$ cat src/sigmoid_config.svh
`ifndef SIGMOID_CONFIG_SVH
`define SIGMOID_CONFIG_SVH

// input and output word widths
`define SIG_X_W       8
`define SIG_Y_W       16

// segment select from magnitude bits 6..4
`define SIG_SEG_W     3
`define SIG_SEG_NUM   8

// magnitude bits 3..0 go into the multiply
`define SIG_FRAC_W    4

// coefficient and result widths
`define SIG_SLOPE_W   4
`define SIG_ICPT_W    10
`define SIG_PROD_W    8

// input strobe to output strobe, in clocks
`define SIG_LATENCY   6

`endif
$ cat src/sigmoidTypesPkg.sv
`default_nettype none

`include "sigmoid_config.svh"

package sigmoidTypesPkg;

	// signed sample at the input
	typedef logic signed [`SIG_X_W-1:0] xData;

	// magnitude, bit 7 only set for the most negative input
	typedef logic [`SIG_X_W-1:0] absData;

	typedef logic [`SIG_SEG_W-1:0] segIdx;
	typedef logic [`SIG_FRAC_W-1:0] fracData;

	// coefficients
	typedef logic [`SIG_SLOPE_W-1:0] slopeVal;
	typedef logic [`SIG_ICPT_W-1:0] icptVal;

	// sum of two shifted partial products, needs two extra bits
	typedef logic [`SIG_FRAC_W+1:0] partSum;

	typedef logic [`SIG_PROD_W-1:0] prodVal;

	// encoded result word
	typedef logic [`SIG_Y_W-1:0] yData;

endpackage

`default_nettype wire

$ cat src/sigmoidCoefPkg.sv
`default_nettype none

`include "sigmoid_config.svh"

package sigmoidCoefPkg;

	import sigmoidTypesPkg::*;

	// slope per segment, scaled by 2^-6
	localparam slopeVal slopeTable [`SIG_SEG_NUM] = '{
		4'd15,
		4'd14,
		4'd11,
		4'd8,
		4'd6,
		4'd4,
		4'd2,
		4'd1
	};

	// intercept per segment, scaled by 2^-11
	localparam icptVal icptTable [`SIG_SEG_NUM] = '{
		10'd3,
		10'd253,
		10'd478,
		10'd655,
		10'd779,
		10'd868,
		10'd930,
		10'd968
	};

endpackage

`default_nettype wire

$ cat src/sigmoidSideIf.sv
`timescale 1ns/10ps
`default_nettype none

// sideband that travels next to the data words between stages
interface sigmoidSideIf;

	import sigmoidTypesPkg::*;

	logic  valid;
	logic  sign;
	logic  special;
	segIdx seg;

	modport source (
		output valid,
		output sign,
		output special,
		output seg
	);

	modport sink (
		input valid,
		input sign,
		input special,
		input seg
	);

endinterface

`default_nettype wire

$ cat src/sigmoid.sv
`timescale 1ns/10ps
`default_nettype none

module sigmoid (
	input  logic                   clk,
	input  logic                   i_rstN,
	input  logic                   i_inValid,
	input  sigmoidTypesPkg::xData  i_x,
	output sigmoidTypesPkg::yData  o_y,
	output logic                   o_outValid
);

	import sigmoidTypesPkg::*;

	slopeVal slope;
	fracData frac;
	prodVal  prod;
	icptVal  icpt;

	sigmoidSideIf sideA ();
	sigmoidSideIf sideB ();

	// stages 0-1
	sigmoidAbsSegment uAbsSeg (
		.clk       (clk),
		.i_rstN    (i_rstN),
		.i_inValid (i_inValid),
		.i_x       (i_x),
		.side      (sideA.source),
		.o_slope   (slope),
		.o_frac    (frac)
	);

	// stages 2-3
	sigmoidSlopeMul uSlopeMul (
		.clk     (clk),
		.i_rstN  (i_rstN),
		.sideIn  (sideA.sink),
		.sideOut (sideB.source),
		.i_slope (slope),
		.i_frac  (frac),
		.o_prod  (prod),
		.o_icpt  (icpt)
	);

	// stages 4-5
	sigmoidOutputStage uOut (
		.clk        (clk),
		.i_rstN     (i_rstN),
		.side       (sideB.sink),
		.i_prod     (prod),
		.i_icpt     (icpt),
		.o_y        (o_y),
		.o_outValid (o_outValid)
	);

endmodule

`default_nettype wire

$ cat src/sigmoidAbsSegment.sv
`timescale 1ns/10ps
`default_nettype none

`include "sigmoid_config.svh"

module sigmoidAbsSegment (
	input  logic                      clk,
	input  logic                      i_rstN,
	input  logic                      i_inValid,
	input  sigmoidTypesPkg::xData     i_x,
	sigmoidSideIf.source              side,
	output sigmoidTypesPkg::slopeVal  o_slope,
	output sigmoidTypesPkg::fracData  o_frac
);

	import sigmoidTypesPkg::*;
	import sigmoidCoefPkg::*;

	xData   xNeg;
	logic   validQ;
	xData   xQ;
	xData   xNegQ;
	logic   sign;
	absData absX;
	logic   special;
	segIdx  seg;

	// two's complement negation
	assign xNeg = -i_x;

	// stage 0
	always_ff @(posedge clk) begin
		if (!i_rstN) begin
			validQ <= 1'b0;
			xQ     <= '0;
			xNegQ  <= '0;
		end else begin
			validQ <= i_inValid;
			xQ     <= i_x;
			xNegQ  <= xNeg;
		end
	end

	assign sign = xQ[`SIG_X_W-1];
	assign absX = sign ? absData'(xNegQ) : absData'(xQ);

	// -128 negates to itself, so the magnitude keeps bit 7
	assign special = sign & absX[`SIG_X_W-1];

	// segment from magnitude bits 6..4
	assign seg = absX[`SIG_FRAC_W +: `SIG_SEG_W];

	// stage 1
	always_ff @(posedge clk) begin
		if (!i_rstN) begin
			side.valid   <= 1'b0;
			side.sign    <= 1'b0;
			side.special <= 1'b0;
			side.seg     <= '0;
			o_slope      <= '0;
			o_frac       <= '0;
		end else begin
			side.valid   <= validQ;
			side.sign    <= sign;
			side.special <= special;
			side.seg     <= seg;
			o_slope      <= slopeTable[seg];
			o_frac       <= absX[`SIG_FRAC_W-1:0];
		end
	end

endmodule

`default_nettype wire

$ cat src/sigmoidOutputStage.sv
`timescale 1ns/10ps
`default_nettype none

`include "sigmoid_config.svh"

module sigmoidOutputStage (
	input  logic                     clk,
	input  logic                     i_rstN,
	sigmoidSideIf.sink               side,
	input  sigmoidTypesPkg::prodVal  i_prod,
	input  sigmoidTypesPkg::icptVal  i_icpt,
	output sigmoidTypesPkg::yData    o_y,
	output logic                     o_outValid
);

	import sigmoidTypesPkg::*;

	// fixed code returned for x = -128
	localparam yData specialY = 16'h024D;

	icptVal func;
	icptVal funcQ;
	logic   validQ;
	logic   signQ;
	logic   specialQ;
	yData   yEnc;

	// intercept add, wraps at 1024
	assign func = icptVal'(i_prod) + i_icpt;

	// stage 4
	always_ff @(posedge clk) begin
		if (!i_rstN) begin
			validQ   <= 1'b0;
			signQ    <= 1'b0;
			specialQ <= 1'b0;
			funcQ    <= '0;
		end else begin
			validQ   <= side.valid;
			signQ    <= side.sign;
			specialQ <= side.special;
			funcQ    <= func;
		end
	end

	// negative inputs give 1 - f, stored as the inverted field
	assign yEnc = specialQ ? specialY
		: {1'b0, ~signQ, funcQ ^ {`SIG_ICPT_W{signQ}}, signQ, 3'b011};

	// stage 5
	always_ff @(posedge clk) begin
		if (!i_rstN) begin
			o_outValid <= 1'b0;
			o_y        <= '0;
		end else begin
			o_outValid <= validQ;
			o_y        <= yEnc;
		end
	end

endmodule

`default_nettype wire

$ cat src/sigmoidSlopeMul.sv
`timescale 1ns/10ps
`default_nettype none

module sigmoidSlopeMul (
	input  logic                      clk,
	input  logic                      i_rstN,
	sigmoidSideIf.sink                sideIn,
	sigmoidSideIf.source              sideOut,
	input  sigmoidTypesPkg::slopeVal  i_slope,
	input  sigmoidTypesPkg::fracData  i_frac,
	output sigmoidTypesPkg::prodVal   o_prod,
	output sigmoidTypesPkg::icptVal   o_icpt
);

	import sigmoidTypesPkg::*;
	import sigmoidCoefPkg::*;

	partSum sumLow;
	partSum sumHigh;
	partSum sumLowQ;
	partSum sumHighQ;
	logic   validQ;
	logic   signQ;
	logic   specialQ;
	segIdx  segQ;
	prodVal prod;

	// slope bits 0/1 and bits 2/3 as two shifted-add pairs
	assign sumLow = (i_slope[0] ? partSum'(i_frac) : '0)
		+ (i_slope[1] ? partSum'({i_frac, 1'b0}) : '0);
	assign sumHigh = (i_slope[2] ? partSum'(i_frac) : '0)
		+ (i_slope[3] ? partSum'({i_frac, 1'b0}) : '0);

	// stage 2
	always_ff @(posedge clk) begin
		if (!i_rstN) begin
			validQ   <= 1'b0;
			signQ    <= 1'b0;
			specialQ <= 1'b0;
			segQ     <= '0;
			sumLowQ  <= '0;
			sumHighQ <= '0;
		end else begin
			validQ   <= sideIn.valid;
			signQ    <= sideIn.sign;
			specialQ <= sideIn.special;
			segQ     <= sideIn.seg;
			sumLowQ  <= sumLow;
			sumHighQ <= sumHigh;
		end
	end

	// upper pair carries weight 4
	assign prod = prodVal'(sumLowQ) + (prodVal'(sumHighQ) << 2);

	// stage 3
	always_ff @(posedge clk) begin
		if (!i_rstN) begin
			sideOut.valid   <= 1'b0;
			sideOut.sign    <= 1'b0;
			sideOut.special <= 1'b0;
			sideOut.seg     <= '0;
			o_prod          <= '0;
			o_icpt          <= '0;
		end else begin
			sideOut.valid   <= validQ;
			sideOut.sign    <= signQ;
			sideOut.special <= specialQ;
			sideOut.seg     <= segQ;
			o_prod          <= prod;
			o_icpt          <= icptTable[segQ];
		end
	end

endmodule

`default_nettype wire

$ cat config.mk
export PLATFORM = sky130hd
export DESIGN_NAME = sigmoid
export DESIGN_NICKNAME = d
export VERILOG_FILES = /design/src/sigmoidTypesPkg.sv /design/src/sigmoidCoefPkg.sv /design/src/sigmoidSideIf.sv /design/src/sigmoid.sv /design/src/sigmoidAbsSegment.sv /design/src/sigmoidOutputStage.sv /design/src/sigmoidSlopeMul.sv
export VERILOG_INCLUDE_DIRS = /design/src
export SDC_FILE = /design/constraint.sdc
export NUM_CORES = 1
export LEC_CHECK = 0
export BUFFER_PORTS_ARGS = -buffer_cell sky130_fd_sc_hd__buf_2
export CAP_MARGIN = 20
export CORE_AREA = 5 5 95 97
export DETAILED_ROUTE_END_ITERATION = 12
export DIE_AREA = 0 0 100 102
export PLACE_DENSITY = 0.73
export SYNTH_ARGS = -nofsm -noshare
export SYNTH_HDL_FRONTEND = slang
export SYNTH_SLANG_ARGS = --single-unit
$ cat constraint.sdc
create_clock -name clk -period 3.2 [get_ports clk]
set_clock_uncertainty 0.05 [all_clocks]
set_input_delay 0.64 -clock clk [delete_from_list [all_inputs] [get_ports clk]]
set_output_delay 0.64 -clock clk [all_outputs]
set_load 0.05 [all_outputs]
Word-level counts from Yosys, hierarchy flattened:

Memory sizes are Yosys's and may differ from the RTL's. A register that Yosys moved wholly into a read port is not among the register bits.
Cells that the tools add are included.

* flip-flop bits (word level): 86
* ROM bits: 112
* input bits: 11
* output and inout bits: 17
* word-level logic and storage cells: 47
* memories kept: 2

Memory list
* (name not given): depth 8, bits a word 10, read ports 1, clocked after memory_dff 1, wr ports 0, RTL line sigmoidSlopeMul.sv:71 `o_icpt <= icptTable[segQ];`
* (name not given): depth 8, bits a word 4, read ports 1, clocked after memory_dff 1, wr ports 0, RTL line sigmoidAbsSegment.sv:67 `o_slope <= slopeTable[seg];`

* $add $sub $neg: 5
* multiplexer cells: 6
* bitwise operators: 6
* reductions and logical operators: 3

Operators with widths (count)
* 6-bit adder: 2
* 8-bit by 10-bit adder with 10-bit output: 1
* 10-bit 2-to-1 mux: 1
* 5-bit 2-to-1 mux: 2
* 10-bit XOR: 1
* 6-bit by 8-bit adder with 8-bit output: 1
* 4-bit 2-to-1 mux: 2
* 8-bit 2-to-1 mux: 1
* 8-bit negator: 1
* 3-bit inverter with 4-bit output: 2
* 1-bit zero test: 2
* 1-bit inverter: 2
* 2-bit OR reduction: 1
* 1-bit bitwise AND: 1

Depth between registers and ports, before layout:

* depth in word-level cells: 2
* depth in mapped cells: 7
* depth with buffers taken out: 7

By module:

From an unflattened synthesis, not the netlist that was laid out.

* cell total of the unflattened synthesis: 386
* area, all modules: 3991.3 um^2

By module, submodules not included
* sigmoidSlopeMul: instances 1, cells an instance 163, area each 1711.6 um^2, sequential area each 840.8 um^2
* sigmoidOutputStage: instances 1, cells an instance 134, area each 1307.5 um^2, sequential area each 580.6 um^2
* sigmoidAbsSegment: instances 1, cells an instance 89, area each 972.2 um^2, sequential area each 600.6 um^2

Worst setup path before layout:

Ideal clock, no wire load.

* path type: register to register
* start point: register uSlopeMul.o_prod[0]
* end point: register uOut.funcQ[8]
* setup time: 135 ps
* arrival time: 1496 ps
* required time: 3015 ps
* path slack: 1519 ps
* stages on the path, launching flop included: 8
* path buffers: 0
* clock period less this slack: 1681 ps
* cell sequence: dfxtp_1 -> ha_1 -> inv_1 -> fa_1 -> nand2b_1 -> a21o_1 -> o21ai_0 -> o311ai_1

* longest elaborated chain between the ends: 1

RTL lines
* start: declaration: RTL line sigmoidSlopeMul.sv:11 `output sigmoidTypesPkg::prodVal o_prod,`
* start signal: assignment: RTL line sigmoidSlopeMul.sv:70 `o_prod <= prod;`
* 8-bit by 10-bit adder with 10-bit output: RTL line sigmoidOutputStage.sv:29 `assign func = icptVal'(i_prod) + i_icpt;`
* end signal: assignment: RTL line sigmoidOutputStage.sv:42 `funcQ <= func;`
* end: declaration: RTL line sigmoidOutputStage.sv:22 `icptVal funcQ;`

Every way passes these cells.
A chain may end at the register's enable or synchronous reset.

Worst setup path in the final report:

* start point: register uSlopeMul.o_prod[0]
* end point: register uOut.funcQ[6]

The elaborated chain is that of the path after synthesis.

==> results.sh <==
export IMPL_pwr_share_comb_pct=6.8
export IMPL_die_area_um2=10200
export IMPL_grt_max_degree=39
export IMPL_die_x_um=100
export IMPL_synth_area_um2=3815
export IMPL_power_total_mw=2.219
export IMPL_cts_path_max_buffers=2
export IMPL_swShare_pct=23.11
export IMPL_drt_pass1_iter_count=4
export IMPL_slew_headroom_pct=58.53
export IMPL_regArea_um2=1962
export IMPL_power_leakage_nw=1.882
export IMPL_die_h_um=102
export IMPL_ctsHoldBuffers=0
export IMPL_cts_setup_buffers=0
export IMPL_cts_tree="built"
export IMPL_vias=2525
export IMPL_layout_commonest_cell="dfxtp_1"
export IMPL_syn_to_final_growth_pct=10.89
export IMPL_fill_cells=734
export IMPL_diodes=0
export IMPL_maxSlewViolCount=0
export IMPL_fin_crit_sh_pct=56.23
export IMPL_drt_vias_per_instance=4.856
export IMPL_syn_nets=424
export IMPL_criticalPathCategory="register to register"
export IMPL_path_clk_slew_ns=0.09
export IMPL_status="finished, final reports clean"
export IMPL_hold_class="register to register"
export IMPL_crit_fanout=3
export IMPL_power_density_nw_per_um2=524.5
export IMPL_stdcell_area_um2=4230
export IMPL_synthFlopType="dfxtp_1"
export IMPL_synthArstFlopShare_pct=0
export IMPL_htreeDepth=3
export IMPL_setup_tns_final_ns=0
export IMPL_cp_end_kind="register"
export IMPL_fin_crit_ns=1.799
export IMPL_ys_types=46
export IMPL_hold_ws_ns=0.3809
export IMPL_antenna_left=0
export IMPL_dpl_worst_slack_ns=1.384
export IMPL_rsz0062_at_grt="false"
export IMPL_clock_latency_ns=0.35
export IMPL_crit_path_start_kind="register"
export IMPL_p_int_mw=1.706
export IMPL_core_area_um2=8051
export IMPL_grt_ovfl_total=0
export IMPL_final_nets=449
export IMPL_io_pins=28
export IMPL_drive_gt1_share_pct=12.29
export IMPL_arrival_ns=1.98
export IMPL_critical_path_required_ns=3.38
export IMPL_wl_um=5773
export IMPL_ys_ff_latch=98
export IMPL_antenna_found_initial=0
export IMPL_grt_use_total_pct=12.39
export IMPL_max_freq_mhz=555.7
export IMPL_grt_pass1_wl_um=10070
export IMPL_post_drt_wl_per_cell_um=11.10
export IMPL_cts_repair_resized=0
export IMPL_worst_slack_ns=1.401
export IMPL_ys_seq_area_share_pct=51.43
export IMPL_timing_reg2reg_setup_slack_ns=1.40
export IMPL_finalWeightedCongestion=0.9295
export IMPL_max_cap_violations=0
export IMPL_multi_input_area_um2=1710
export IMPL_cts_sinks=98
export IMPL_dp_hpwl_um=4296
export IMPL_ys_warn_count=0
export IMPL_cts_made_buffers=9
export IMPL_seq_power_share_pct=58.0
export IMPL_synthCells=385
export IMPL_rows=33
export IMPL_initial_utilization_pct=47.38
export IMPL_drc_errors=0
export IMPL_setup_viol=0
export IMPL_post_synth_cell_area_avg_um2=9.909
export IMPL_portBuffers=26
export IMPL_dpl_instance_area_um2=4028
export IMPL_cts_root_buffer="clkbuf_8"
export IMPL_hold_viol=0
export IMPL_clkPwrFrac_pct=35.1
export IMPL_synth_edf_count=0
export IMPL_ir_drop_uv=358.4
export IMPL_first_global_vias=2497
export IMPL_tightest_slew_ns=0.6211
export IMPL_layout_common_cells="dfxtp_1 (98), nor2_1 (54), and2_1 (44)"
export IMPL_drtIter0Drc=91
export IMPL_switchingPower_mw=0.5127
worst paths after layout:
check / startpoint / end / cells past startpoint
min reg2reg: uAbsSeg.xNegQ[0] / uAbsSeg.o_frac[0] / 1
max: uSlopeMul.o_prod[0] / uOut.funcQ[6] / 7
min: uAbsSeg.xNegQ[0] / uAbsSeg.o_frac[0] / 1
max reg2reg: uSlopeMul.o_prod[0] / uOut.funcQ[6] / 7
layout make-up:
class	instances	share of cell area, %
repair buffers	28	3.431
well taps	105	3.106
multi-input cells	252	40.43
inverters	21	1.863
clock inverters	6	1.538
flip-flops and latches	98	46.38
clock buffers	10	3.253
flip-flops by register name, summed over array words and instances (netlist names), 4 cells and up:
| register | cells |
|---|---|
| uAbsSeg.o_frac | 4 |
| uAbsSeg.o_slope | 4 |
| uAbsSeg.xNegQ | 8 |
| uAbsSeg.xQ | 7 |
| uOut.funcQ | 10 |
| uOut.o_y | 15 |
| uSlopeMul.o_icpt | 10 |
| uSlopeMul.o_prod | 8 |
| uSlopeMul.sumHighQ | 6 |
| uSlopeMul.sumLowQ | 6 |
critical path, stage by stage, from the launching register on:
cell and delay (ns):
dfxtp_1 0.32, ha_1 0.20, inv_1 0.07, fa_1 0.40, nand2b_1 0.20, a21oi_1 0.24, or3_1 0.15, nand3_1 0.06
cells in the mapped netlist (2+ instances only):
master | count | area share, %
nand2_1 | 18 | 1.8
clkbuf_1 | 9 | 0.89
ha_1 | 24 | 7.9
dfxtp_1 | 98 | 51
nor4_1 | 4 | 0.66
o21ai_0 | 4 | 0.52
a21oi_1 | 16 | 2.1
xor2_1 | 8 | 1.8
and3_1 | 6 | 0.98
buf_2 | 2 | 0.26
nor2b_1 | 4 | 0.66
nor3_1 | 7 | 0.92
a21o_1 | 4 | 0.79
buf_4 | 2 | 0.39
nand3_1 | 4 | 0.52
xnor2_1 | 15 | 3.4
mux2i_1 | 8 | 2.1
nand2b_1 | 5 | 0.82
and2_1 | 44 | 7.2
fa_1 | 4 | 2.1
nor2_1 | 54 | 5.3
or3_1 | 2 | 0.33
inv_1 | 20 | 2.0
power groups by stage:
stage	Clock [mW]	Combinational, mW	Sequential (mW)
finish	0.779	0.152	1.29
global placement	0	0.150	1.32
detailed placement	0	0.153	1.32
floorplan	0	0.0995	1.33
global route	0.858	0.171	1.29
CTS	0.802	0.154	1.29
per-stage QoR:
stage,util [%],std cells
6_report,52.54,520
5_1_grt,52.54,520
4_1_cts,52.54,520
3_5_place_dp,50.02,504
3_3_place_gp,50.02,504
2_1_floorplan,-,385
per-layer routing:
layer | GRT usage, % | share of wire (%) | vias up
li1 | - | - | 1297
met1 | 12.07 | 42 | 1153
met2 | 23.19 | 50 | 59
met3 | 3.823 | 5.3 | 16
met4 | 7.047 | 3.0 | 0
met5 | 0 | 0 | -
kinds of logic after synthesis:
kind of cell,Yosys count,synth area share (%)
AOI/OAI and AO/OA,40,7.380
xor gates and xnor gates,23,5.281
adders and majority gates,28,9.971
other,1,0.09830
muxes,8,2.099
DFF,98,51.43
and+or+nand+nor,152,20.01
buffers and inverters,35,3.738
Power figures use the tool's default switching activity.
